--- config.mk ---
export PLATFORM = sky130hd
export DESIGN_NAME = iter_divider
export DESIGN_NICKNAME = d
export VERILOG_FILES = /design/src/verilog/exec_pkg.sv /design/src/verilog/iter_divider.sv
export SDC_FILE = /design/constraint.sdc
export NUM_CORES = 1
export LEC_CHECK = 0
export BUFFER_PORTS_ARGS = -buffer_cell sky130_fd_sc_hd__buf_2
export CORE_MARGIN = 10
export CORE_UTILIZATION = 50
export CTS_CLUSTER_DIAMETER = 120
export DETAILED_ROUTE_END_ITERATION = 16
export GPL_ROUTABILITY_DRIVEN = 0
export PLACE_DENSITY = 0.66
export SLEW_MARGIN = 10
export SYNTH_ARGS = -nofsm -noshare
export SYNTH_HDL_FRONTEND = slang
export SYNTH_SLANG_ARGS = --single-unit
export TNS_END_PERCENT = 50
--- constraint.sdc ---
create_clock -name clk -period 6.52 [get_ports clk]
set_clock_uncertainty 0.2 [all_clocks]
set_input_delay 0.326 -clock clk [delete_from_list [all_inputs] [get_ports clk]]
set_output_delay 0.326 -clock clk [all_outputs]
set_load 0.01 [all_outputs]
--- src/verilog/exec_pkg.sv ---
package exec_pkg;

  typedef enum logic [3:0] {
    alu_add,
    alu_sub,
    alu_sll,
    alu_slt,
    alu_sltu,
    alu_xor,
    alu_srl,
    alu_sra,
    alu_or,
    alu_and
  } alu_op_t;

  typedef enum logic [2:0] {lsu_lb, lsu_lbu, lsu_lh, lsu_lhu, lsu_lw} lsu_op_t;

  typedef enum logic [1:0] {csr_none, csr_write, csr_set, csr_clear} csr_op_t;

  typedef enum logic [1:0] {div_div, div_divu, div_rem, div_remu} div_op_t;

  typedef enum logic [1:0] {mul_mul, mul_mulh, mul_mulhsu, mul_mulhu} mul_op_t;

  // implemented machine csrs.
  localparam logic [11:0] CSR_MTVEC    = 12'h305;
  localparam logic [11:0] CSR_MSCRATCH = 12'h340;
  localparam logic [11:0] CSR_MEPC     = 12'h341;
  localparam logic [11:0] CSR_MCAUSE   = 12'h342;

  // byte 0 is the low lane of the data word.
  typedef union packed {
    logic [31:0]      word;
    logic [3:0][7:0]  bytes;
  } mem_word_t;

endpackage

--- src/verilog/iter_divider.sv ---
module iter_divider import exec_pkg::*; (
  input  logic        clk,
  input  logic        rst,
  input  logic        enable,
  input  div_op_t     div_op,
  input  logic [31:0] dividend,
  input  logic [31:0] divisor,
  output logic        ready,
  output logic [31:0] result
);

  logic        busy;
  logic [5:0]  count;
  logic [31:0] acc;
  logic [31:0] quo;
  logic [31:0] dvs;
  logic        neg_q;
  logic        neg_r;
  logic        want_rem;
  logic        a_neg;
  logic        b_neg;
  logic [32:0] shifted;
  logic [32:0] diff;

  assign a_neg = (div_op == div_div || div_op == div_rem) && dividend[31];
  assign b_neg = (div_op == div_div || div_op == div_rem) && divisor[31];
  assign shifted = {acc, quo[31]};
  assign diff = shifted - {1'b0, dvs}; // trial subtract.

  always_ff @(posedge clk) begin
    if (!rst) begin
      busy <= 1'b0;
      count <= '0;
      ready <= 1'b0;
    end else begin
      ready <= 1'b0;
      if (enable) begin
        busy <= 1'b1;
        count <= 6'd32;
      end else if (busy && count == 6'd0) begin
        busy <= 1'b0;
        ready <= 1'b1;
      end else if (busy) begin
        count <= count - 6'd1;
      end
    end
  end

  // divide by zero keeps neg_q low, so the quotient stays all ones.
  always_ff @(posedge clk) begin
    if (enable) begin
      acc <= '0;
      quo <= a_neg ? -dividend : dividend;
      dvs <= b_neg ? -divisor : divisor;
      neg_q <= (a_neg ^ b_neg) && (divisor != 32'd0);
      neg_r <= a_neg;
      want_rem <= (div_op == div_rem) || (div_op == div_remu);
    end else if (busy && count != 6'd0) begin
      if (!diff[32]) begin
        acc <= diff[31:0];
        quo <= {quo[30:0], 1'b1};
      end else begin
        acc <= shifted[31:0]; // restore.
        quo <= {quo[30:0], 1'b0};
      end
    end else if (busy) begin
      result <= want_rem ? (neg_r ? -acc : acc) : (neg_q ? -quo : quo);
    end
  end

endmodule

# ---- Word-level counts from Yosys, hierarchy flattened
# Index checks and enable logic that the tools add are counted.
dict set report word_totals {
  inputBits 69
  out_inout_bits 33
  reg_bits 139
  elab_cells 58
}
dict set report classes {
  n_reduce_logical 18
  bitwise_logic 5
  muxes 15
  n_addsub 6
  eq_ne 3
}
# cell n
set op_table {}
lappend op_table {{32-bit two-way mux} 8}
lappend op_table {{32-bit negation} 4}
lappend op_table {{33-bit by 32-bit subtractor with 33-bit output} 1}
lappend op_table {{32-bit nonzero test} 1}
lappend op_table {{6-bit two-way mux} 3}
lappend op_table {{6-bit logical NOT} 1}
lappend op_table {{2-bit nonzero test} 3}
lappend op_table {{6-bit nonzero test} 1}
lappend op_table {{6-bit by 1-bit subtractor with 6-bit output, second input constant} 1}
lappend op_table {{1-bit logical AND} 5}
lappend op_table {{2-bit == test, second input constant} 2}
lappend op_table {{1-bit two-way mux} 4}
lappend op_table {{1-bit inverter} 4}
lappend op_table {{2-bit AND reduction} 2}
lappend op_table {{3-bit AND reduction} 1}
lappend op_table {{2-bit logical NOT} 1}
lappend op_table {{1-bit logical OR} 2}
lappend op_table {{2-bit != test, second input constant} 1}
lappend op_table {{2-bit OR reduction} 1}
lappend op_table {{1-bit XOR} 1}

# ---- Longest topological paths before layout
# Gate-level depths: netlist of run 1.
dict set report logic_depth {
  word_depth 5
  depth_mapped 13
  ltp_nobuf 11
}

# ---- Least setup slack after synthesis of run 1
# OpenSTA, ideal clock, no wires.
dict set report synth_path {
  path_kind {reg2reg}
  from {register count[2]}
  to {register result[0] (enable)}
  path_slack_ns 2.749
  setup_time_ns 0.469
  arrival_ns 3.101
  required_ns 5.851
  stages_incl_launch_ff 4
  synth_period_minus_slack_ns 3.771
  path_buffers 0
  cell_sequence {dfxtp_1 -> nor3_1 -> nand3b_1 -> nor3b_1}
}
dict set report synth_between {
  elab_chain_cells 4
}
# element line
set synth_lines {}
lappend synth_lines {{from (decl)} iter_divider.sv:13} ;# logic [5:0] count;
lappend synth_lines {{from (signal assigned)} iter_divider.sv:44} ;# count <= count - 6'd1;
lappend synth_lines {{6-bit nonzero test} iter_divider.sv:58} ;# end else if (busy && count != 6'd0) begin
lappend synth_lines {{1-bit logical AND} iter_divider.sv:58}
lappend synth_lines {{1-bit inverter (no line)} n/a}
lappend synth_lines {{3-bit AND reduction (no line)} n/a}
lappend synth_lines {{to (signal assigned)} iter_divider.sv:67} ;# result <= want_rem ? (neg_r ? -acc : acc) : (neg_q ? -quo : quo);
lappend synth_lines {{to (decl)} iter_divider.sv:9} ;# output logic [31:0] result
# Every way passes these cells.
# A chain may end at the register's enable or synchronous reset.

# ---- Worst setup path in the final report of run 1
dict set report layout_path {
  from {register quo[31]}
  to {register acc[0]}
}
dict set report layout_between {
  elab_chain_cells 2
}
# element line
set layout_lines {}
lappend layout_lines {{from (decl)} iter_divider.sv:15} ;# logic [31:0] quo;
lappend layout_lines {{from (signal assigned)} iter_divider.sv:53} ;# quo <= a_neg ? -dividend : dividend;
lappend layout_lines {{from (signal assigned)} iter_divider.sv:61} ;# quo <= {quo[30:0], 1'b1};
lappend layout_lines {{from (signal assigned)} iter_divider.sv:64} ;# quo <= {quo[30:0], 1'b0};
lappend layout_lines {{33-bit by 32-bit subtractor with 33-bit output} iter_divider.sv:28} ;# assign diff = shifted - {1'b0, dvs};
lappend layout_lines {{32-bit two-way mux *} iter_divider.sv:59} ;# if (!diff[32]) begin
lappend layout_lines {{to (signal assigned)} iter_divider.sv:60} ;# acc <= diff[31:0];
lappend layout_lines {{to (signal assigned)} iter_divider.sv:63} ;# acc <= shifted[31:0];
lappend layout_lines {{to (decl)} iter_divider.sv:14} ;# logic [31:0] acc;
# Every way passes the cells marked *; elsewhere a longest branch is shown, timed or not.

==> impl_metrics.toml, run 1 <==
[yosys]
ys_seq_area_frac = 0.374
synth_area_leaders = "edfxtp_1 (29%), dfxtp_1 (7.9%), xnor2_1 (7.8%), a21oi_1 (5.2%), ha_1 (4.7%)"
syn_nets = 1255
postSynthAreaPerCell_um2 = 8.80
yosysWarnings = 0
synth_edf_count = 99
synth-seq-cells = 139
synth_ff_type = "edfxtp_1"
synth_top_area_frac = 0.294
syn_inst = 1147
syn_area_um2 = 10100
synthArstFlopShare = 0
yosys.cell_types.count = 77
synth_area_leader_cell = "edfxtp_1"

[sta]
worst_pin_slew_ns = 1.06
post-route-min-period_ns = 4.31
rsz0062_at_grt = "no"
hold_violations = 0
max_freq_mhz = 232
setup_viol = 0
fin_ws_ns = 2.21
final.setup.tns_ns = 0
post-route-period-util = 0.662
slew_viol_final = 0
maxSlewHeadroom = 0.288

[pwr]
irDropWorstVdd_uv = 168
power.switching_mw = 0.816
pwr-share-comb = 0.228
power_switching_share = 0.291
powerDensity_nw_per_um2 = 246
power_frac_seq = 0.394
p_int_mw = 1.99
pwr-share-clk = 0.379
total_leakage_power_nw = 4.34

[floorplan]
start_util = 0.514
core_um2 = 19700
die_w_um = 162
die-area_um2 = 26300
die_y_um = 162
rows = 51
io-pin-count = 102

[cts]
cts.htree.levels = 4
cts_made_buffers = 17
post_cts_buffers = 0
cts.reportedPaths.clkPinSlew_ns = 0.06
clock_sink_count = 139
clk_path_buf_depth = 2
clk_latency_ns = 0.43
cts_tree = "yes"
cts-root-buf = "clkbuf_16"

[route]
drc = 0
antenna_left = 0
wl_per_cell_um = 16.6
num_vias = 8581
drt_iter0_markers = 608
drt-total-wl_um = 24900
dr.pass1.iters = 5
drt-vias-per-instance = 5.71

[placed_design]
dpl_worst_slack_ns = 2.32
port-buffer-count = 101
hpwl_um = 18800
placed_area_um2 = 10800

[global_routing]
antenna_found_initial = 0
grt_overflow = 0
grt_pass1_wl_um = 40700
grt_pass1_vias = 8290
grt_use_total = 0.188
grt_max_degree = 76

[worst_setup_path]
worst-setup-path-type = "flip-flop to flip-flop"
cp_max_fo = 38
cp-startpoint = "quo[31]"
end_kind = "flip-flop"
cp.required_ns = 6.66
worstPathArrival_ns = 4.45
startpoint_type = "flip-flop"
r2r-start = "quo[31]"

[worst_hold_path]
hold_start = "divisor[26]"
hold_class = "input pin to flip-flop"

[cells_and_area]
final_nets = 1333
postLayoutCoreUtil = 0.582
n_antenna_cell = 0
layout_commonest_cell = "nor2_1"
syn_to_final_growth_pct = 13.2
fin_area_um2 = 11400
drive_gt1_frac = 0.140
final_cell_mix = "nor2_1 (121), a21oi_1 (105), buf_2 (100), edfxtp_1 (99), nand2_1 (96)"

[run_status]
outcome = "finished clean"

[job]
maxCapViolCount = 0
## synth_stat cells (21+ instances only)
cell / n
xnor2_1: 90
xor2_1: 54
nor2_1: 121
nor3_1: 23
edfxtp_1: 99
clkbuf_1: 40
ha_1: 38
dfxtp_1: 40
o31ai_1: 27
a21oi_1: 105
nand2_1: 96
o21ai_0: 78
inv_1: 59
mux2i_1: 21
## kinds of logic after synthesis
family,synth area share
xor+xnor,0.125
flops,0.374
fa+ha+maj,0.0491
simple gates,0.176
mux,0.0219
compound gates,0.208
buf+inv,0.0467
## layer usage
metal / track usage / vias up / share of wire
li1: - / 4351 / -
met1: 0.231 / 4002 / 0.44
met2: 0.326 / 202 / 0.50
met3: 0.0316 / 26 / 0.040
met4: 0.0645 / 0 / 0.019
met5: 0 / - / 0
## repair_timing
action                    CTS  global route
hold buffers                3             0
gates resized for setup     0             0
hold endpoints to repair    5             0
## sequential cells by signal, indices dropped and copies added (netlist names), 6 cells and up
name	cells
result	32
count	6
quo	32
acc	32
dvs	32
## critical path, cell delays in order, from the launching register on
cell and delay, ns:
edfxtp_1 0.41, inv_1 0.10, ha_1 0.19, fa_1 0.23
nor2b_1 0.08, o2111ai_1 0.36, a21oi_1 0.18, a221oi_1 0.69
nand2_1 0.25, a221oi_4 0.42, buf_4 0.49, mux2_2 0.39
a211oi_1 0.21
## worst paths after layout
path	to	slack [ns]	depth (start not counted)
max	acc[0]	2.21	12
min	dvs[26]	0.01	2
max reg2reg	acc[0]	2.21	12
min reg2reg	count[1]	0.31	2
## power groups by stage
stage                     combinational (mW)  sequential (mW)  clock, mW
final                                  0.640             1.11       1.06
after global routing                   0.722             1.12       1.11
after CTS                              0.643             1.11       1.08
after detailed placement               0.636             1.12          0
after global placement                 0.632             1.12          0
after floorplan                        0.480             1.10          0
## metrics by stage
step                hold WS, ns  power, mW  instances
floorplan                 0.225       1.58       1147
global placement          0.304       1.75       1468
detailed placement        0.302       1.76       1468
CTS                     0.00304       2.82       1503
global route             0.0136       2.95       1503
finish                   0.0150       2.81       1503
## area by class of cell
| cell class | instances | area, µm² |
|---|---|---|
| Multi-Input combinational cell | 895 | 5860 |
| Tap cell | 265 | 332 |
| Sequential cell | 139 | 3770 |
| Timing Repair Buffer | 112 | 598 |
| Clock buffer | 20 | 447 |
| Clock inverter | 12 | 196 |
| Inverter | 60 | 225 |
| Fill cell | 1838 | 8220 |
(Power assumes the default switching activity.)
==> inputs of run 2 (changes only) <==
--- a/config.mk
+++ b/config.mk
@@ -11,7 +11,7 @@
 export CTS_CLUSTER_DIAMETER = 120
 export DETAILED_ROUTE_END_ITERATION = 16
 export GPL_ROUTABILITY_DRIVEN = 0
-export PLACE_DENSITY = 0.66
+export PLACE_DENSITY = 0.69
 export SLEW_MARGIN = 10
 export SYNTH_ARGS = -nofsm -noshare
 export SYNTH_HDL_FRONTEND = slang
==> constraint.sdc (replaced) <==
create_clock -name clk -period 3.62 [get_ports clk]
set_clock_uncertainty 0.2 [all_clocks]
set_input_delay 0.181 -clock clk [delete_from_list [all_inputs] [get_ports clk]]
set_output_delay 0.181 -clock clk [all_outputs]
set_load 0.01 [all_outputs]
==> run 2 against run 1 <==
Sequential share of layout area is 2.6 points lower. Combinational power up 100%. Sequential cell count did not move. Critical path depth shrank 2. Count of clock-buffer cells in the layout shrank 2. Global-route usage rose by 1.2 points. Maximum frequency rose by 24%. Register-to-register slack worse by 2.1 ns. Clock power grew 73%. Worst hold slack gained 0.0012 ns. Design area up 8.7%.
==> impl_metrics.toml, run 2 (synthesized netlist as in run 1, its figures left out) <==
[sta]
setup_viol = 0
post-route-period-util = 0.960
fin_ws_ns = 0.145
slew_viol_final = 0
worst_pin_slew_ns = 1.10
hold_violations = 0
post-route-min-period_ns = 3.48
maxSlewHeadroom = 0.265
max_freq_mhz = 288

[placed_design]
dpl_worst_slack_ns = -0.0200
port-buffer-count = 101
hpwl_um = 19600

[worst_setup_path]
worstPathArrival_ns = 3.62
critical-path-top-delay-family = "simple AND/OR/NAND/NOR gates"
path_cells = "ha_1 > nand4_1 > nor4_2 > nor2b_1 > a221oi_4 > a211o_1 > a221oi_4 > buf_6 > mux2_2 > a211oi_1"
worst-setup-path-type = "flip-flop to flip-flop"
cp.required_ns = 3.77
startpoint_type = "flip-flop"
max_stage_delay_ns = 0.45
crit_buf_inv = 1
crit_top_cell = "a221oi_4"
end_kind = "flip-flop"
cp_max_fo = 8
cp_slowest_cell = "nor4_2"

[floorplan]
die-area_um2 = 26300
die_y_um = 162
core_um2 = 19700
die_w_um = 162
io-pin-count = 102
start_util = 0.514
rows = 51

[route]
drt_iter0_markers = 699
num_vias = 9148
drc = 0
dr.pass1.iters = 5
drt-total-wl_um = 26800
wl_per_cell_um = 16.7
drt-vias-per-instance = 5.69
antenna_left = 0

[global_routing]
antenna_found_initial = 0
grt_pass1_vias = 8703
grt_overflow = 0
grt_use_total = 0.200
grt_pass1_wl_um = 43100
grt_max_degree = 69

[cells_and_area]
n_antenna_cell = 0
syn_to_final_growth_pct = 23.0
final_cell_mix = "nor2_1 (121), a21oi_1 (104), buf_2 (100), edfxtp_1 (99), nand2_1 (96)"
drive_gt1_frac = 0.165
postLayoutCoreUtil = 0.632
layout_commonest_cell = "nor2_1"
final_nets = 1440

[cts]
clk_latency_ns = 0.44
cts_tree = "yes"
cts.reportedPaths.clkPinSlew_ns = 0.06
cts_made_buffers = 17
clock_sink_count = 139
cts-root-buf = "clkbuf_16"
clk_path_buf_depth = 2
cts.htree.levels = 4

[job]
maxCapViolCount = 0

[pwr]
total_leakage_power_nw = 4.82
irDropWorstVdd_uv = 290
powerDensity_nw_per_um2 = 411

[run_status]
outcome = "finished clean"

[worst_hold_path]
hold_class = "input pin to flip-flop"
[run 2: timing repair]
| action | 4_1_cts | 5_1_grt |
|---|---|---|
| buffers inserted | 0 | 4 |
| endpoints found under the setup margin | 16 | 32 |
| endpoints found under the hold margin | 67 | 0 |
| hold buffers | 67 | 0 |
| gates resized for setup | 1 | 11 |
| pin swaps | 0 | 3 |
[run 2: final cells by class]
type	count	area (µm²)
Multi-Input combinational cell	895	5910
Sequential cell	139	3770
Clock inverter	12	175
Inverter	60	225
Clock buffer	18	429
Fill cell	1720	7230
Timing Repair Buffer	219	1580
Tap cell	265	332
[run 2: final timing paths]
kind,slack [ns],from,to,cells past startpoint
worst max register to register,0.14,acc[19],acc[0],10
worst max-delay path,0.14,acc[19],acc[0],10
worst min register to register,0.31,count[1],count[1],2
worst min-delay path,0.02,dividend[17],quo[17],3
[run 2: stage by stage]
step	cells	hold slack (ns)	power, mW	TNS [ns]	instance area (µm²)
after floorplan	1147	0.0799	2.85	0	10100
after global placement	1507	0.162	3.20	0	11100
after detailed placement	1507	0.161	3.22	-0.0654	11100
after CTS	1604	0.00197	5.11	0	12300
after global routing	1608	0.00934	5.35	-0.0805	12400
final	1608	0.0162	5.11	0	12400
[run 2: report_power, final]
part / internal, mW / switching, mW
registers: 1.87 / 0.102
clock network: 1.14 / 0.689
logic: 0.570 / 0.731
total: 3.58 / 1.52
[run 2: tightest hold or removal path, cell delays in order]
cell and delay [ns]:
buf_2 0.12, xnor2_1 0.08, a21oi_1 0.14
[run 2: per-layer routing]
metal	share of wire	global-route usage	routed length [µm]
met4	0.032	0.0852	856
met1	0.42	0.242	11300
met2	0.50	0.343	13500
met3	0.043	0.0331	1160
met5	0	0	0
==> inputs of run 3 (changes only) <==
--- a/config.mk
+++ b/config.mk
@@ -5,13 +5,13 @@
 export SDC_FILE = /design/constraint.sdc
 export NUM_CORES = 1
 export LEC_CHECK = 0
-export BUFFER_PORTS_ARGS = -buffer_cell sky130_fd_sc_hd__buf_2
 export CORE_MARGIN = 10
 export CORE_UTILIZATION = 50
 export CTS_CLUSTER_DIAMETER = 120
 export DETAILED_ROUTE_END_ITERATION = 16
+export DONT_BUFFER_PORTS = 1
 export GPL_ROUTABILITY_DRIVEN = 0
-export PLACE_DENSITY = 0.69
+export PLACE_DENSITY = 0.62
 export SLEW_MARGIN = 10
 export SYNTH_ARGS = -nofsm -noshare
 export SYNTH_HDL_FRONTEND = slang
==> constraint.sdc (replaced) <==
create_clock -name clk -period 3.9 [get_ports clk]
set_clock_uncertainty 0.2 [all_clocks]
set_input_delay 0.195 -clock clk [delete_from_list [all_inputs] [get_ports clk]]
set_output_delay 0.195 -clock clk [all_outputs]
set_load 0.01 [all_outputs]
==> run 3 against run 2 <==
Sequential cell count unchanged. Non-clock buffer count decreased by 108. Power decreased by 13%. Clock power down 17%. Combinational power shrank 16%. Core utilization decreased by 3.0 points. First-iteration DRC count decreased by 26%. Sequential share of layout area increased by 1.5 points. Routed wire length down 2.0%. Critical path type unchanged. Largest power group unchanged.
==> impl_metrics.toml, run 3 (synthesized netlist as in run 1, its figures left out) <==
[pwr]
powerDensity_nw_per_um2 = 378
irDropWorstVdd_uv = 275
total_leakage_power_nw = 4.35

[sta]
hold_violations = 0
maxSlewHeadroom = 0.229
worst_pin_slew_ns = 1.15
slew_viol_final = 0
post-route-min-period_ns = 3.73
final.setup.tns_ns = 0
post-route-period-util = 0.958
rsz0062_at_grt = "no"
setup_viol = 0
fin_ws_ns = 0.165
max_freq_mhz = 268
hold_ws_ns = 0.00947

[cts]
cts_tree = "yes"
clk_latency_ns = 0.42
clk_path_buf_depth = 2
cts.reportedPaths.clkPinSlew_ns = 0.06
post_cts_buffers = 0
cts-root-buf = "clkbuf_16"
cts_made_buffers = 17
cts.htree.levels = 4
clock_sink_count = 139

[placed_design]
port-buffer-count = 0
placed_area_um2 = 10400
place_inst = 1383
hpwl_um = 18600
dpl_worst_slack_ns = 0.00699

[global_routing]
grt_overflow = 0
grt_max_degree = 113
grt_use_total = 0.197
grt_pass1_vias = 8194
antenna_found_initial = 0
grt_pass1_wl_um = 42400

[cells_and_area]
n_antenna_cell = 0
final_cell_mix = "nor2_1 (121), a21oi_1 (104), edfxtp_1 (99), nand2_1 (96), xnor2_1 (90)"
layout_commonest_cell = "nor2_1"
syn_to_final_growth_pct = 17.2
fin_area_um2 = 11800
drive_gt1_frac = 0.0768
final_nets = 1332
finalNonFillerCells = 1502
fillers = 1804

[worst_setup_path]
startpoint_type = "flip-flop"
worstPathArrival_ns = 3.87
max_stage_delay_ns = 0.44
cp_slowest_cell = "edfxtp_1"
worst-setup-path-type = "flip-flop to flip-flop"
worstReg2RegEnd = "acc[0]"
r2r-start = "quo[31]"
r2r_cells = 12
path_cells = "inv_1 > ha_1 > fa_1 > nor2b_1 > o2111ai_2 > a21oi_2 > a221oi_2 > a211o_1 > a221oi_4 > buf_12 > mux2_2 > a211oi_1"
cp_max_fo = 18
cp.required_ns = 4.04
r2r_slack_ns = 0.17
end_kind = "flip-flop"

[route]
drt-total-wl_um = 26200
wl_per_cell_um = 17.5
drt-vias-per-instance = 5.70
antenna_left = 0
drc = 0
num_vias = 8560
drt_iter0_markers = 514
dr.pass1.iters = 5

[floorplan]
die_y_um = 162
rows = 51
die-area_um2 = 26300
start_util = 0.514
io-pin-count = 102
die_w_um = 162
core_um2 = 19700

[run_status]
outcome = "finished clean"

[worst_hold_path]
hold_class = "input pin to flip-flop"
min_path_cells = 3
hold_start = "dividend[9]"
hold_path_end = "quo[12]"

[job]
maxCapViolCount = 0
-- run 3: worst max-delay path by stage --
stage	to	startpoint	slack, ns
2_1_floorplan	result[0]	count[2]	0.13
3_3_place_gp	acc[0]	quo[31]	0.18
3_5_place_dp	acc[0]	quo[31]	0.007
4_1_cts	acc[0]	quo[31]	0.07
5_1_grt	acc[0]	quo[31]	0.01
6_report	acc[0]	quo[31]	0.17
-- run 3: routing by layer --
metal,vias up,GRT usage,part of all wire
met1,4015,0.242,0.43
met4,0,0.0538,0.018
met2,179,0.343,0.51
met5,-,0,0
li1,4342,-,-
met3,24,0.0415,0.041
-- run 3: worst max-delay path: cells and delay by family (launching register included) --
kind / cells / cell delay [ns]
AOI/OAI and AO/OA: 6 / 1.48
adders and majority gates: 2 / 0.66
DFF: 1 / 0.44
muxes: 1 / 0.34
buffers and inverters: 2 / 0.30
and+or+nand+nor: 1 / 0.21
-- run 3: where the power goes --
group | switching [mW] | internal [mW] | leakage (nW)
clock network | 0.666 | 0.848 | 0.266
registers | 0.120 | 1.74 | 1.27
logic | 0.602 | 0.491 | 2.81
-- run 3: final cells by class --
type / count / area [µm²] / share of cell area
clock buffer: 19 / 453 / 0.0383
multi-input combinational: 895 / 5870 / 0.497
clock inverter: 13 / 91.3 / 0.00772
timing repair buffer: 111 / 1080 / 0.0914
tap: 265 / 332 / 0.0280
inverter: 60 / 225 / 0.0190
sequential: 139 / 3770 / 0.319
-- run 3: repair_timing --
item / in CTS / in global routing
endpoints found under the setup margin: 1 / 9
endpoints found under the hold margin: 124 / 1
hold buffers: 86 / 1
resized for setup: 1 / 2
-- run 3: metrics by stage --
stage	util	power (mW)
after floorplan	-	2.65
after global placement	0.528	2.86
after detailed placement	0.528	2.86
after CTS	0.601	4.49
after global routing	0.602	4.70
final	0.602	4.47
