`src/verilog/exec_pkg.sv`:
```
package exec_pkg;

  typedef enum logic [3:0] {
    alu_add,
    alu_sub,
    alu_sll,
    alu_slt,
    alu_sltu,
    alu_xor,
    alu_srl,
    alu_sra,
    alu_or,
    alu_and
  } alu_op_t;

  typedef enum logic [2:0] {lsu_lb, lsu_lbu, lsu_lh, lsu_lhu, lsu_lw} lsu_op_t;

  typedef enum logic [1:0] {csr_none, csr_write, csr_set, csr_clear} csr_op_t;

  typedef enum logic [1:0] {div_div, div_divu, div_rem, div_remu} div_op_t;

  typedef enum logic [1:0] {mul_mul, mul_mulh, mul_mulhsu, mul_mulhu} mul_op_t;

  // implemented machine csrs.
  localparam logic [11:0] CSR_MTVEC    = 12'h305;
  localparam logic [11:0] CSR_MSCRATCH = 12'h340;
  localparam logic [11:0] CSR_MEPC     = 12'h341;
  localparam logic [11:0] CSR_MCAUSE   = 12'h342;

  // byte 0 is the low lane of the data word.
  typedef union packed {
    logic [31:0]      word;
    logic [3:0][7:0]  bytes;
  } mem_word_t;

endpackage

```
`src/verilog/execute_stage.sv`:
```
module execute_stage import exec_pkg::*; #(
  parameter int XLEN = 32
) (
  input  logic            clk,
  input  logic            rst,
  input  logic            in_valid,
  input  logic            in_nop,
  input  logic [XLEN-1:0] pc,
  input  logic [XLEN-1:0] npc,
  input  logic [XLEN-1:0] imm,
  input  logic [XLEN-1:0] rdata1,
  input  logic [XLEN-1:0] rdata2,
  input  logic [XLEN-1:0] address,
  input  logic [4:0]      waddr,
  input  logic [11:0]     caddr,
  input  logic            rden1, rden2, lui, auipc, jal, jalr,
  input  logic            load, store, csregister, division, multiplication,
  input  alu_op_t         alu_op,
  input  lsu_op_t         lsu_op,
  input  csr_op_t         csr_op,
  input  div_op_t         div_op,
  input  mul_op_t         mul_op,
  input  logic [3:0]      byteenable,
  input  logic            stall_in,
  input  logic            clear_in,
  input  logic [XLEN-1:0] alu_res,
  input  logic [XLEN-1:0] cdata,
  input  logic            illegal_csr,
  input  logic            div_ready,
  input  logic [XLEN-1:0] div_result,
  input  logic            mul_ready,
  input  logic [XLEN-1:0] mul_result,
  input  logic            mem_ready,
  input  logic [XLEN-1:0] ldata,
  output logic [XLEN-1:0] alu_a,
  output logic [XLEN-1:0] alu_b,
  output alu_op_t         alu_op_out,
  output logic [XLEN-1:0] ex_rdata1, ex_rdata2, ex_imm, ex_address,
  output logic [11:0]     ex_caddr,
  output logic            ex_rden1,
  output csr_op_t         ex_csr_op,
  output div_op_t         ex_div_op,
  output mul_op_t         ex_mul_op,
  output lsu_op_t         ex_lsu_op,
  output logic [3:0]      ex_byteenable,
  output logic            csr_wren, div_enable, mul_enable, mem_req, mem_we,
  output logic            wren,
  output logic [4:0]      waddr_out,
  output logic [XLEN-1:0] wdata,
  output logic            stall
);

  logic            ex_valid, ex_kill, fresh, done;
  logic            ex_rden2, ex_lui, ex_auipc, ex_jal, ex_jalr;
  logic            ex_load, ex_store, ex_csr, ex_div, ex_mul;
  logic [XLEN-1:0] ex_pc, ex_npc;
  csr_op_t         ex_csr_op_q;
  logic            capture, live, multi, pending, unit_ready;
  logic [XLEN-1:0] unit_res;

  assign capture = !stall && !stall_in;
  assign live = ex_valid && !ex_kill;
  assign multi = ex_div || ex_mul || ex_load || ex_store;
  assign pending = live && multi && !done; // waiting on a unit.

  always_comb begin
    if (ex_div) begin
      unit_ready = div_ready;
      unit_res = div_result;
    end else if (ex_mul) begin
      unit_ready = mul_ready;
      unit_res = mul_result;
    end else begin
      unit_ready = mem_ready;
      unit_res = ldata;
    end
  end

  assign stall = pending && !unit_ready;

  // pc feeds the alu when there is no rs1.
  assign alu_a = ex_rden1 ? ex_rdata1 : ex_pc;
  assign alu_b = ex_rden2 ? ex_rdata2 : ex_imm;
  assign ex_csr_op = (live && ex_csr) ? ex_csr_op_q : csr_none;

  // enables fire once, in the first cycle after capture.
  assign div_enable = fresh && live && ex_div;
  assign mul_enable = fresh && live && ex_mul;
  assign mem_req = fresh && live && (ex_load || ex_store);
  assign mem_we = live && ex_store;
  assign csr_wren = fresh && live && ex_csr && !illegal_csr;

  assign wren = live && (waddr_out != 5'd0) && !illegal_csr &&
                (multi ? (pending && unit_ready && !ex_store) : fresh);

  always_comb begin
    if (pending && unit_ready) begin
      wdata = unit_res;
    end else if (ex_auipc) begin
      wdata = ex_address;
    end else if (ex_lui) begin
      wdata = ex_imm;
    end else if (ex_jal || ex_jalr) begin
      wdata = ex_npc;
    end else if (ex_csr) begin
      wdata = cdata; // old csr value.
    end else begin
      wdata = alu_res;
    end
  end

  always_ff @(posedge clk) begin
    if (!rst) begin
      ex_valid <= 1'b0;
      ex_kill <= 1'b0;
      fresh <= 1'b0;
      done <= 1'b0;
    end else begin
      fresh <= capture;
      if (capture) begin
        ex_valid <= in_valid && !in_nop;
        ex_kill <= clear_in;
        done <= 1'b0;
      end else if (pending && unit_ready) begin
        done <= 1'b1;
      end
    end
  end

  always_ff @(posedge clk) begin
    if (capture) begin
      ex_pc <= pc;
      ex_npc <= npc;
      ex_imm <= imm;
      ex_rdata1 <= rdata1;
      ex_rdata2 <= rdata2;
      ex_address <= address;
      waddr_out <= waddr;
      ex_caddr <= caddr;
      ex_rden1 <= rden1;
      ex_rden2 <= rden2;
      ex_lui <= lui;
      ex_auipc <= auipc;
      ex_jal <= jal;
      ex_jalr <= jalr;
      ex_load <= load;
      ex_store <= store;
      ex_csr <= csregister;
      ex_div <= division;
      ex_mul <= multiplication;
      alu_op_out <= alu_op;
      ex_lsu_op <= lsu_op;
      ex_csr_op_q <= csr_op;
      ex_div_op <= div_op;
      ex_mul_op <= mul_op;
      ex_byteenable <= byteenable;
    end
  end

endmodule

```
`config.mk`:
```
export PLATFORM = sky130hd
export DESIGN_NAME = execute_stage
export DESIGN_NICKNAME = d
export VERILOG_FILES = /design/src/verilog/exec_pkg.sv /design/src/verilog/execute_stage.sv
export SDC_FILE = /design/constraint.sdc
export NUM_CORES = 1
export LEC_CHECK = 0
export BUFFER_PORTS_ARGS = -buffer_cell sky130_fd_sc_hd__buf_2
export CAP_MARGIN = 20
export CORE_AREA = 8 8 257 259
export DETAILED_ROUTE_END_ITERATION = 8
export DIE_AREA = 0 0 265 267
export PLACE_DENSITY = 0.35
export SLEW_MARGIN = 20
export SYNTH_ARGS = -nofsm -noshare
export SYNTH_HDL_FRONTEND = slang
export SYNTH_SLANG_ARGS = --single-unit
```
`constraint.sdc`:
```
create_clock -name clk -period 15.4 [get_ports clk]
set_input_delay 0.77 -clock clk [delete_from_list [all_inputs] [get_ports clk]]
set_output_delay 0.77 -clock clk [all_outputs]
set_load 0.02 [all_outputs]
```
Yosys cells after proc, flatten, opt, wreduce, memory -nomap -nowiden
Cells that the tools add are included.
Widths: inputs -> output; s select.
{"block": "classes", "mux": 13, "reduce_logical": 34, "n_bitwise": 1}
{"cell": "$mux 32", "count": 9}
{"cell": "$logic_and 1x1->1", "count": 19}
{"cell": "$logic_not 1->1", "count": 8}
{"cell": "$logic_or 1x1->1", "count": 5}
{"cell": "$reduce_bool 5->1", "count": 1}
{"cell": "$mux 1", "count": 3}
{"cell": "$mux 2", "count": 1}
{"cell": "$reduce_or 2->1", "count": 1}
{"cell": "$not 1->1", "count": 1}
{"block": "totals", "output_inout_bits": 266, "input_bits": 407, "regBits": 241, "word_cells": 77}

Logic depth before layout (Yosys ltp)
Gate-level depths: netlist of the first run.
{"block": "depth", "word_depth": 9, "ltp_mapped": 7, "depth_no_buf": 4}

Least setup slack after synthesis of the first run
Ideal clock, no wire load.
{"block": "synth_path", "path_kind": "input-to-reg", "start": "input mul_ready", "end": "register ex_kill", "arrival_ns": 13.051, "setup_ns": 0.587, "required_ns": 14.813, "n_path_buf": 0, "path_slack_ns": 1.762, "stages": 4, "path_cell_list": "mux2_2 -> o21ai_0 -> a21oi_1 -> mux2i_1"}
{"block": "synth_via", "elab_chain_len": 6}
{"element": "start: declaration", "line_no": "execute_stage.sv:31", "rtl": "input logic mul_ready,"}
{"element": "$mux 1", "line_no": "execute_stage.sv:70", "rtl": "end else if (ex_mul) begin"}
{"element": "$mux 1", "line_no": "execute_stage.sv:67", "rtl": "if (ex_div) begin"}
{"element": "$logic_not 1->1", "line_no": "execute_stage.sv:79", "rtl": "assign stall = pending && !unit_ready;"}
{"element": "$logic_and 1x1->1", "line_no": "execute_stage.sv:79"}
{"element": "$logic_not 1->1", "line_no": "execute_stage.sv:61", "rtl": "assign capture = !stall && !stall_in;"}
{"element": "$logic_and 1x1->1", "line_no": "execute_stage.sv:61"}
{"element": "net capture", "line_no": "execute_stage.sv:58", "rtl": "logic capture, live, multi, pending, unit_ready;"}
{"element": "end signal: assignment", "line_no": "execute_stage.sv:122", "rtl": "ex_kill <= clear_in;"}
{"element": "end: declaration", "line_no": "execute_stage.sv:53", "rtl": "logic ex_valid, ex_kill, fresh, done;"}
The timed path passes the listed nets, and every way through them passes these cells.
A chain may end at the register's enable or synchronous reset.

Worst setup path after layout of the first run
{"block": "layout_path", "start": "register ex_mul", "end": "output wdata[1]"}
{"block": "layout_via", "elab_chain_len": 7, "word_cells_on_any_way": 11, "classes_between": "mux (5); reduce/logical (6)"}
{"element": "start: declaration", "line_no": "execute_stage.sv:55", "rtl": "logic ex_load, ex_store, ex_csr, ex_div, ex_mul;"}
{"element": "start signal: assignment", "line_no": "execute_stage.sv:150", "rtl": "ex_mul <= multiplication;"}
{"element": "$logic_or 1x1->1 (3 in a row)", "line_no": "execute_stage.sv:63", "rtl": "assign multi = ex_div || ex_mul || ex_load || ex_store;"}
{"element": "$logic_and 1x1->1 (2 in a row)", "line_no": "execute_stage.sv:64", "rtl": "assign pending = live && multi && !done;"}
{"element": "$logic_and 1x1->1", "line_no": "execute_stage.sv:97", "rtl": "if (pending && unit_ready) begin"}
{"element": "$mux 32 (*)", "line_no": "execute_stage.sv:97"}
{"element": "end: declaration", "line_no": "execute_stage.sv:49", "rtl": "output logic [XLEN-1:0] wdata,"}
Every way passes the cells marked *; elsewhere a longest branch is shown, timed or not.

==> impl_results.md, run 1 <==
- Full die area: between 70000 and 80000 um2
- Via Count: around 8500
- Initial DRC count: between 400 and 500
- Synth Warn #: 0
- GRT Overall Usage: between 10 and 15%
- Die W: about 270 um
- CP endpoint kind: output pin
- CTS tree: yes
- Max-cap viol count: 0
- Routability cong.: around 0.80
- Uppermost layer routed: met5
- Routed wl met3: approximately 4600 um
- Number of synthesized flops with an enable pin: between 200 and 250
- Setup_tns: 0 ns
- Actual slew at the worst max-slew pin: 1.08 ns
- Crit-path max FO: between 40 and 50
- Setup ws final: 11.01 ns
- Post-synthesis cell area: ~10000 um2
- Total Nets Final: 1724
- Die height: approximately 270 um
- Hold_buf cts: 0
- Status: completed
- # IOs: a little under 700
- Number of setup buffers added after CTS: 0
- FILL cells: 6679
- Clk Latency, worst-skew pair: roughly 0.57 ns
- Startpoint types: register
- Synth area leaders: edfxtp_1, mux2_2, mux2i_1
- Detailed Routing Iterations Pass 1: 4
- Hold WC Path Type: input pin to register
- DP Worst Slack: 11.18 ns
- Most used DFF post-synth: edfxtp_1
- Initial Util: between 10% and 20%
- Drt drc: 0
- Final wirelength: 51300 um
- VDD IR max: roughly 0.07 mV
- Most frequent cell after synthesis: edfxtp_1
- Final hold violations: 0
- Root buffer cell: clkbuf_16
- Clock Pin Slew Worst Setup and Hold Paths: about 0.060 ns
- Area leader, netlist: edfxtp_1
- Clk sinks: around 240
- Clk buf depth: 3
- Vias per inst: a little under 4
- Post_cts resized: 0
- Setup Crit Path Kind: register to output pin
- FP Rows: 92
- Final Setup Violations: 0
- Share of cells above drive strength 1: just under 60%
- P_leak: 6.54 nW
- Number of H-tree levels: 1
- Synthesized netlist cell count: 647
- Normalized max-slew margin: 28.0%
- Routed WL per cell: roughly 24 um
- TritonCTS buffer count: 30
- CORE AREA: around 62000 um2
- Synth async-reset ratio: 0%
- Fmax: between 200 and 250 MHz
- WP data arrival: between 3 and 4 ns
- Area Overhead vs Synth: 52.2%
- Synth Register Bits: ~240
- Syn avg cell area: about 16 um2
- Clk_skew: between 0.015 and 0.02 ns
- Detailed placement HPWL: 40400 um
- Initial antenna violation count: 24
- Tcrit/Tclk final: about 29%
- Met2 wire len: approximately 25000 um
- PwrDens: roughly 110 nW/um2
- Post-synth top area share: 70.0%
- Post-synthesis sequential area ratio: a little over two thirds
- Global route overflow: 0
- Vias in the first global route: about 9400
- Post-layout min period: 4.39 ns
- Unrepaired setup endpoints after global routing: false
- Worst EP required: 14.63 ns
- Library cells used by synthesis: 30
- IO Port Bufs: about 670
- Syn_nets: between 1000 and 1500
- First-pass GRT wire length: roughly 71000 um
- Largest net degree at the start of global routing: between 150 and 200
- Count of pins over their slew limit: 0
- Metal1 wirelength: ~20000 um
- Top cells by count, synth: edfxtp_1, mux2i_1, mux2_2
- Final ANT Viol Nets: 0
## routing by layer
metal / track usage (%) / vias to the layer above
li1: - / 3950
met1: 16.0 / 4054
met2: 23.2 / 420
met3: 5.16 / 73
met4: 3.91 / 10
met5: 0 / -
## flip-flops by register name, summed over array words and instances, names as in the netlist, 2 cells and up
name           count
ex_pc             32
ex_imm            32
ex_address        32
ex_npc            32
alu_op_out         4
ex_caddr          12
ex_csr_op_q        2
ex_lsu_op          3
ex_mul_op          2
ex_div_op          2
ex_byteenable      4
waddr_out          5
ex_rdata1         32
ex_rdata2         32
## worst max-delay path: stages, from the launching register on
cell and delay [ns]:
edfxtp_1 0.32, buf_4 0.54, mux2_2 0.46, o2111ai_4 0.53, buf_4 0.57, a211oi_1 0.13, a31oi_1 0.18, buf_2 0.23
## cell type report
class | instances | area, um2 | area share, %
sequential | 241 | 7200 | 46.5
inverter | 2 | 7.51 | 0.0485
clock inverter | 19 | 134 | 0.865
timing repair buffer | 684 | 3510 | 22.6
antenna | 14 | 35.0 | 0.226
tap | 799 | 1000 | 6.46
multi-input combinational | 358 | 2810 | 18.1
clock buffer | 37 | 798 | 5.16
## worst paths after layout
kind / from / to / slack (ns) / depth (start not counted)
worst max register to register: ex_div$_DFFE_PP_ / ex_npc[13]$_DFFE_PP_ / 11.22 / 5
worst max-delay path: ex_mul$_DFFE_PP_ / wdata[1] / 11.01 / 7
worst min register to register: ex_valid$_SDFFE_PN0P_ / ex_valid$_SDFFE_PN0P_ / 0.49 / 2
worst min-delay path: rdata1[18] / ex_rdata1[18]$_DFFE_PP_ / 0.37 / 1
## report_power, final
part | leakage, nW | switching [W] | internal [W] | total (W)
Clock | 0.454 | 0.000286 | 0.000397 | 0.000683
Sequential | 2.35 | 0.0000245 | 0.000768 | 0.000792
Combinational | 3.73 | 0.000166 | 0.000105 | 0.000271
Total | 6.54 | 0.000476 | 0.00127 | 0.00175
## cells in the final DEF, fill, tap and decap left out, types with 3 or more instances in the layout
cell,n
buf_2,672
clkinv_1,11
o211ai_1,32
and3_1,4
clkbuf_16,31
a31oi_1,32
nor3_1,3
nand2_1,37
dfxtp_1,4
mux2_2,65
nor2_1,36
edfxtp_1,237
mux2i_1,66
clkinv_2,5
buf_4,9
clkbuf_1,6
diode_2,14
a22oi_1,31
a211oi_1,33
## per-stage QoR
step                power (W)  std cells  cell area, um2  hold WS, ns  util (%)
floorplan            0.000949        647           10200        0.442         -
global placement      0.00108       2082           14500        0.474      23.3
detailed placement    0.00108       2082           14500        0.471      23.3
CTS                   0.00178       2138           15400        0.323      24.8
global route          0.00183       2149           15500        0.328      24.9
finish                0.00175       2154           15500        0.371      24.9
## logic make-up (layout without fill, tap and decap cells)
family / Yosys count / in the layout / share of synthesized area, %
flip-flops: 241 / 241 / 70.7
AO/OA/AOI/OAI: 134 / 134 / 9.53
multiplexers: 131 / 131 / 13.7
AND/OR/NAND/NOR: 93 / 93 / 3.92
buffers and inverters: 48 / 742 / 2.12
other: 0 / 14 / 0
(Power assumes the default switching activity.)
==> run 2: changes to the inputs <==
PLACE_DENSITY = 0.37   (was 0.35)
clock period = 3.75 ns   (was 15.4 ns; I/O delays follow)
==> run 2 against run 1 <==
Non-clock buffer count rose by 254. First-iteration DRC count fell by 2.3%. Routed wire length rose by 0.70%. Die area did not move. Count of clock-buffer cells in the layout rose by 4. Clock skew fell by 0.0051 ns. Sequential share of layout area fell by 6.6 points. Sequential power rose to 4.1 times the previous value. Design area rose by 17%. Via count rose by 11%. Core utilization rose by 4.1 points. Critical path type unchanged. Critical endpoint is now wdata[3]. Largest power group unchanged.
==> impl_results.md, run 2 (synthesis results as in run 1) <==
- R2R setup slack: 1.14 ns (-10.08 ns)
- Final hold violations: 0 (unchanged)
- Reg2reg end: ex_valid$_SDFFE_PN0P_
- Status: completed
- Clock Pin Slew Worst Setup and Hold Paths: 0.06 ns (about the same)
- Vias per inst: 3.94 (-0.20%)
- Worst Hold Depth: 2 (+1)
- Initial antenna violation count: 12 (-50%)
- Clk Latency, worst-skew pair: 0.59 ns (+0.02 ns)
- Setup Crit Path Kind: register to output pin
- Final wirelength: 51600 um (+0.70%)
- Full die area: 70800 um2 (unchanged)
- P_leak: 7.65 nW (+17%)
- Area Overhead vs Synth: 77.5%
- Actual slew at the worst max-slew pin: 0.932 ns (-0.149 ns)
- Commonest non-fill, non-tap cell in the layout: buf_2
- Most frequent cells in the layout: buf_2, dlygate4sd3_1, edfxtp_1, mux2i_1, mux2_2
- Routability cong.: 0.858 (+7.6%)
- Via Count: 9456 (+11%)
- Delay-heaviest family, CP: compound AO/OA/AOI/OAI gates
- Initial Util: 16.4% (unchanged)
- Share of cells above drive strength 1: 50.8% (-8.5 points)
- CP Cell Sequence: mux2_4 -> o2111ai_4 -> buf_4 -> a211oi_1 -> a31oi_1 -> buf_2
- Initial DRC count: 422 (-2.3%)
- Cell area after layout: 18100 um2 (+17%)
- Hold WC Path Type: input pin to register
- FF-to-FF Start: ex_div$_DFFE_PP_
- Unrepaired setup endpoints after global routing: false
- Vias in the first global route: 10800 (+15%)
- CTS tree: yes
- Largest net degree at the start of global routing: 92 (-44%)
- GRT Overall Usage: 13.6% (-0.054 points)
- Clk sinks: 241 (unchanged)
- IO Port Bufs: 672 (unchanged)
- Routed WL per cell: 21.5 um (-9.6%)
- First-pass GRT wire length: 72300 um (+2.4%)
- Post_cts resized: 0 (unchanged)
- Detailed Routing Iterations Pass 1: 5 (+1)
- Die height: 267 um (unchanged)
- Startpoint types: register
- Clk_skew: 0.0107 ns (-0.00514 ns)
- Die W: 265 um (unchanged)
- Fmax: 293 MHz
- Worst path slowest cell: edfxtp_1
- PwrDens: 421 nW/um2 (+270%)
- Tcrit/Tclk final: between 90% and 100%
- Worst EP required: 3.56 ns (-11.07 ns)
- FP Rows: 92 (unchanged)
- Final Setup Violations: 0 (unchanged)
- FF-to-FF path depth: 6 (+1)
- Crit-path max FO: 40 (-17%)
- VDD IR max: 0.346 mV (+390%)
- Overall Power: 0.00761 W (+340%)
- Global route overflow: 0 (unchanged)
- # IOs: 673 (unchanged)
- CP max stage delay: 0.64 ns (+0.07 ns)
- Number of H-tree levels: 1 (unchanged)
- Placed Area: 14600 um2 (+0.89%)
- Drt drc: 0 (unchanged)
- Root buffer cell: clkbuf_16
- Max-cap viol count: 0 (unchanged)
- Normalized max-slew margin: 37.9% (+9.9 points)
- Post-layout min period: roughly 3.4 ns
- Total Nets Final: 1979 (+15%)
- CORE AREA: 62200 um2 (unchanged)
- Final ANT Viol Nets: 0 (unchanged)
- Count of pins over their slew limit: 0 (unchanged)
- WHS: 0.309 ns (-0.0622 ns)
- Worst Hold Endpoint: ex_pc[21]$_DFFE_PP_
- Detailed placement HPWL: 40900 um (+1.2%)
- Buf/Inv on CP: 2 (-1)
- CP endpoint kind: output pin
- HP Start: pc[21]
- Clk buf depth: 3 (unchanged)
- WP data arrival: 3.22 ns (-0.40 ns)
- TritonCTS buffer count: 31 (+3.3%)
## run 2: cell types whose count changed in the layout (fill, tap and decap cells not counted), moves of 2 or more
| cell | delta |
|---|---|
| dlygate4sd3_1 | +244 |
| buf_12 | +2 |
| diode_2 | -10 |
| clkbuf_1 | +4 |
| bufinv_16 | +2 |
| clkinv_4 | +2 |
| buf_4 | +10 |
| clkinv_1 | -7 |
| buf_16 | -2 |
| clkinv_2 | -2 |
## run 2: what timing repair did
| item | in CTS | in global routing |
|---|---|---|
| hold endpoints to repair | 241 | 0 |
| setup buffers | 0 | 0 |
| hold buffers | 244 | 0 |
## run 2: where the power goes
part	internal, W	switching, W
Combinational	0.000606	0.000740
Clock	0.00180	0.00121
Sequential	0.00315	0.000101
Total	0.00556	0.00205
## run 2: how the worst max path moves through the flow
stage	startpoint	to	slack, ns	cells after the start
finish	ex_mul$_DFFE_PP_	wdata[3]	0.34	6
global placement	ex_div$_DFFE_PP_	wdata[1]	1.04	5
floorplan	ex_mul$_DFFE_PP_	ex_kill$_SDFFE_PN0P_	-1.54	5
CTS	ex_div$_DFFE_PP_	wdata[1]	0.33	5
global route	ex_div$_DFFE_PP_	wdata[1]	0.18	5
detailed placement	ex_mul$_DFFE_PP_	wdata[1]	0.99	6
## run 2: through the flow
stage                     util (%)  setup WS [ns]  cells  TNS [ns]
after detailed placement      23.5          0.992   2094         0
after global routing          29.0          0.184   2397         0
after CTS                     29.0          0.326   2395         0
after global placement        23.5           1.04   2094         0
after floorplan                  -          -1.54    647   -365.84
final                         29.1          0.340   2399         0
## run 2: area by class of cell
class | instances | area [um2]
fill | 6560 | 44100
sequential | 241 | 7200
timing repair buffer | 938 | 6010
multi-input combinational | 358 | 2820
tap | 799 | 1000
clock buffer | 41 | 813
clock inverter | 16 | 204
antenna | 4 | 10.0
inverter | 2 | 7.51
## run 2: per-layer routing
layer / vias to the layer above / part of all wire, % / GRT usage, %
met5: - / 0.10 / 0
met4: 8 / 3.0 / 4.06
met3: 79 / 7.7 / 4.38
met2: 439 / 48 / 23.3
met1: 4473 / 41 / 16.2
li1: 4457 / - / -
==> run 3: changes to the inputs <==
ABC_AREA = 1   (was default)
CORE_AREA = 8 8 252 254   (was 8 8 257 259)
DIE_AREA = 0 0 260 262   (was 0 0 265 267)
PLACE_DENSITY = 0.39   (was 0.37)
==> run 3 against run 2 <==
Final cell count increased by 18%. Global-route usage increased by 2.5 points. Count of clock-buffer cells in the layout stayed put. Worst hold slack worse by 0.26 ns. Non-clock buffer count is 3 higher. Largest power group unchanged. Critical path type unchanged. Via count up 19%.
==> impl_results.md, run 3 <==
- Worst EP required: 3.56 ns (about the same)
- Internal Power: 0.00559 W (+0.55%)
- Top Usage Layer GRT: met2
- Post-synthesis mux area share: 3.27% (-10 points)
- Worst Hold Depth: 5 (+3)
- Number of H-tree levels: 2 (+1)
- Most frequent cells in the layout: buf_2, nand2_1, dlygate4sd3_1, edfxtp_1
- Psw: 0.00221 W (+7.5%)
- Share of cells above drive strength 1: 40.3% (-10 points)
- Most used DFF post-synth: edfxtp_1
- Vias per inst: 3.99 (+1.1%)
- Clk sinks: 241 (unchanged)
- CP Cell Sequence: buf_4 -> nand2_1 -> nand3_1 -> nand2_2 -> nor2b_4 -> inv_4 -> nand2_1 -> nand2_1 -> buf_2
- FILL cells: 6319 (-3.7%)
- CORE AREA: 59600 um2 (-4.2%)
- Total Nets Final: 2420 (+22%)
- Fmax: 315 MHz (+7.3%)
- CP max stage delay: 0.61 ns (-0.03 ns)
- Area share of fa/ha/maj cells after synthesis: 0% (unchanged)
- Synth area leaders: edfxtp_1, nand2_1, o21ai_0
- Area leader, netlist: edfxtp_1
- Final Instance Count excl. Fillers: 2833 (+18%)
- Final Setup Violations: 0 (unchanged)
- Initial antenna violation count: 24 (+12)
- Simple-gate portion of the synthesized area: 19.2% (+15 points)
- # IOs: 673 (unchanged)
- Sw Share: 28.3% (+1.3 points)
- FP Rows: 90 (-2.2%)
- Setup Crit Path Kind: register to output pin
- Cell area after layout: 18900 um2 (+4.7%)
- Syn avg cell area: 10.1 um2 (-36%)
- Most frequent cell after synthesis: nand2_1
- GRT Overall Usage: 16.1% (+2.5 points)
- Clk Latency, worst-skew pair: 0.54 ns (-0.05 ns)
- DP Worst Slack: 1.02 ns (+0.0246 ns)
- Largest net degree at the start of global routing: 79 (-14%)
- Vias in the first global route: 12500 (+16%)
- Status: completed
- Register share of total power: 41.5% (-1.2 points)
- CP most frequent cell: nand2_1
- Final hold violations: 0 (unchanged)
- Commonest non-fill, non-tap cell in the layout: buf_2
- Post-synthesis cell area: 11000 um2 (+8.3%)
- Initial DRC count: 681 (+61%)
- Post-synthesis sequential area ratio: 65.3% (-5.4 points)
- Top cells by count, synth: nand2_1, edfxtp_1, inv_1
- Synthesized netlist cell count: 1094 (+69%)
- Startpoint types: register
- Clk_skew: 0.0324 ns (+0.0217 ns)
- VDD IR max: 0.313 mV (-9.6%)
- Tcrit/Tclk final: 84.7% (-6.2 points)
- Largest family of logic cells by synthesized area: simple AND/OR/NAND/NOR gates
- Met1 usage: 18.2% (+2.0 points)
- Via Count: 11300 (+19%)
- Clock power share: 39.8% (+0.2 points)
- Max-cap viol count: 0 (unchanged)
- Worst path slowest cell: nor2b_4
- PwrDens: 412 nW/um2 (-2.2%)
- Number of synthesized flops with an enable pin: 237 (unchanged)
- WP data arrival: 2.99 ns (-0.23 ns)
- TritonCTS buffer count: 34 (+9.7%)
- Post-Synth XOR/XNOR Area: 0% (unchanged)
- Synth Register Bits: 241 (unchanged)
- Library cells used by synthesis: 24 (-20%)
- Final wirelength: 58000 um (+12%)
- Placed Area: 15400 um2 (+5.6%)
- Post_cts resized: 0 (unchanged)
- Synth async-reset ratio: 0% (unchanged)
- Post-synth top area share: 64.6% (-5.4 points)
- Post-layout min period: 3.18 ns (-0.233 ns)
- Routability cong.: 0.824 (-3.9%)
- Root buffer cell: clkbuf_16
- Count of pins over their slew limit: 0 (unchanged)
- FF-to-FF path depth: 9 (+3)
- First-pass GRT wire length: 81100 um (+12%)
- GR Util met3: 5.07% (+0.68 points)
- Detailed placement HPWL: 45600 um (+11%)
- Final ANT Viol Nets: 0 (unchanged)
- CP endpoint kind: output pin
- Actual slew at the worst max-slew pin: 0.842 ns (-0.0895 ns)
- Met2 GRT Util: 28.2% (+4.9 points)
- Crit-path max FO: 33 (-18%)
- Die W: 260 um (-1.9%)
- Routed WL per cell: 20.5 um (-4.8%)
- Placed Cells: 2517 (+20%)
- Comb power frac: 18.7% (+1.0 points)
- Synth Warn #: 0 (unchanged)
- Die height: 262 um (-1.9%)
- Setup ws final: 0.573 ns (+0.233 ns)
- Full die area: 68100 um2 (-3.7%)
- P_leak: 8.80 nW (+15%)
- Hold WC Path Type: input pin to register
- Global route overflow: 0 (unchanged)
- Synth Area in Compound Gates: 5.91% (-3.6 points)
- CTS tree: yes
- Unrepaired setup endpoints after global routing: false
- Normalized max-slew margin: 43.9% (+6.0 points)
- Area Overhead vs Synth: 71.7%
- IO Port Bufs: 672 (unchanged)
- Syn_nets: 1501 (+42%)
- Clock Pin Slew Worst Setup and Hold Paths: 0.06 ns (about the same)
- Detailed Routing Iterations Pass 1: 6 (+1)
- Drt drc: 0 (unchanged)
- Clk buf depth: 3 (unchanged)
- Initial Util: 18.5% (+2.1 points)
- Number of setup buffers added after CTS: 0 (unchanged)
-- run 3: metrics by stage --
stage	TNS (ns)	hold slack, ns	power (W)	utilization, %
6_report	0	0.0470	0.00780	31.8
2_1_floorplan	-270.16	0.286	0.00391	-
4_1_cts	0	0.0156	0.00793	31.7
5_1_grt	0	0.0294	0.00815	31.7
3_5_place_dp	0	0.366	0.00455	25.9
3_3_place_gp	0	0.364	0.00455	25.9
-- run 3: routing by layer --
layer | vias to the layer above | wire length [um]
met5 | - | 55
met4 | 10 | 1630
met3 | 93 | 4780
met2 | 512 | 29300
met1 | 5214 | 22300
li1 | 5462 | -
-- run 3: logic make-up after synthesis --
logic type | Yosys count
AO/OA/AOI/OAI | 130
buffers and inverters | 170
flip-flops | 241
multiplexers | 32
AND/OR/NAND/NOR | 521
-- run 3: worst max-delay path, delay by kind of cell, from the launching register on --
kind | cells | cell delay [ns]
AND/OR/NAND/NOR | 6 | 1.19
flip-flops | 1 | 0.35
buffers and inverters | 3 | 0.92
-- run 3: what timing repair did --
action | CTS | global route
hold buffers | 242 | 0
hold endpoints to repair | 241 | 0
setup endpoints to repair | 0 | 0
-- run 3: area by class of cell --
type	instances	area (um2)	share of cell area [%]
timing repair buffer	941	6080	32.1
clock buffer	41	887	4.69
tap	782	978	5.17
antenna	18	45.0	0.238
clock inverter	15	159	0.840
sequential	241	7200	38.0
inverter	112	429	2.27
multi-input combinational	683	3140	16.6
-- run 3: path summary, 6_finish.rpt --
| kind | startpoint | to | slack (ns) |
|---|---|---|---|
| setup / recovery | ex_mul$_DFFE_PP_ | wdata[12] | 0.57 |
| setup reg to reg | ex_div$_DFFE_PP_ | ex_rdata1[19]$_DFFE_PP_ | 1.43 |
| hold / removal | in_valid | ex_valid$_SDFFE_PN0P_ | 0.05 |
| hold reg to reg | ex_kill$_SDFFE_PN0P_ | ex_kill$_SDFFE_PN0P_ | 0.47 |
-- run 3: power by group through the flow --
stage | Combinational (W) | Clock [W] | Sequential [W]
CTS | 0.00148 | 0.00321 | 0.00323
finish | 0.00146 | 0.00311 | 0.00323
detailed placement | 0.00127 | 0 | 0.00329
floorplan | 0.000504 | 0 | 0.00341
global route | 0.00158 | 0.00331 | 0.00325
global placement | 0.00127 | 0 | 0.00328
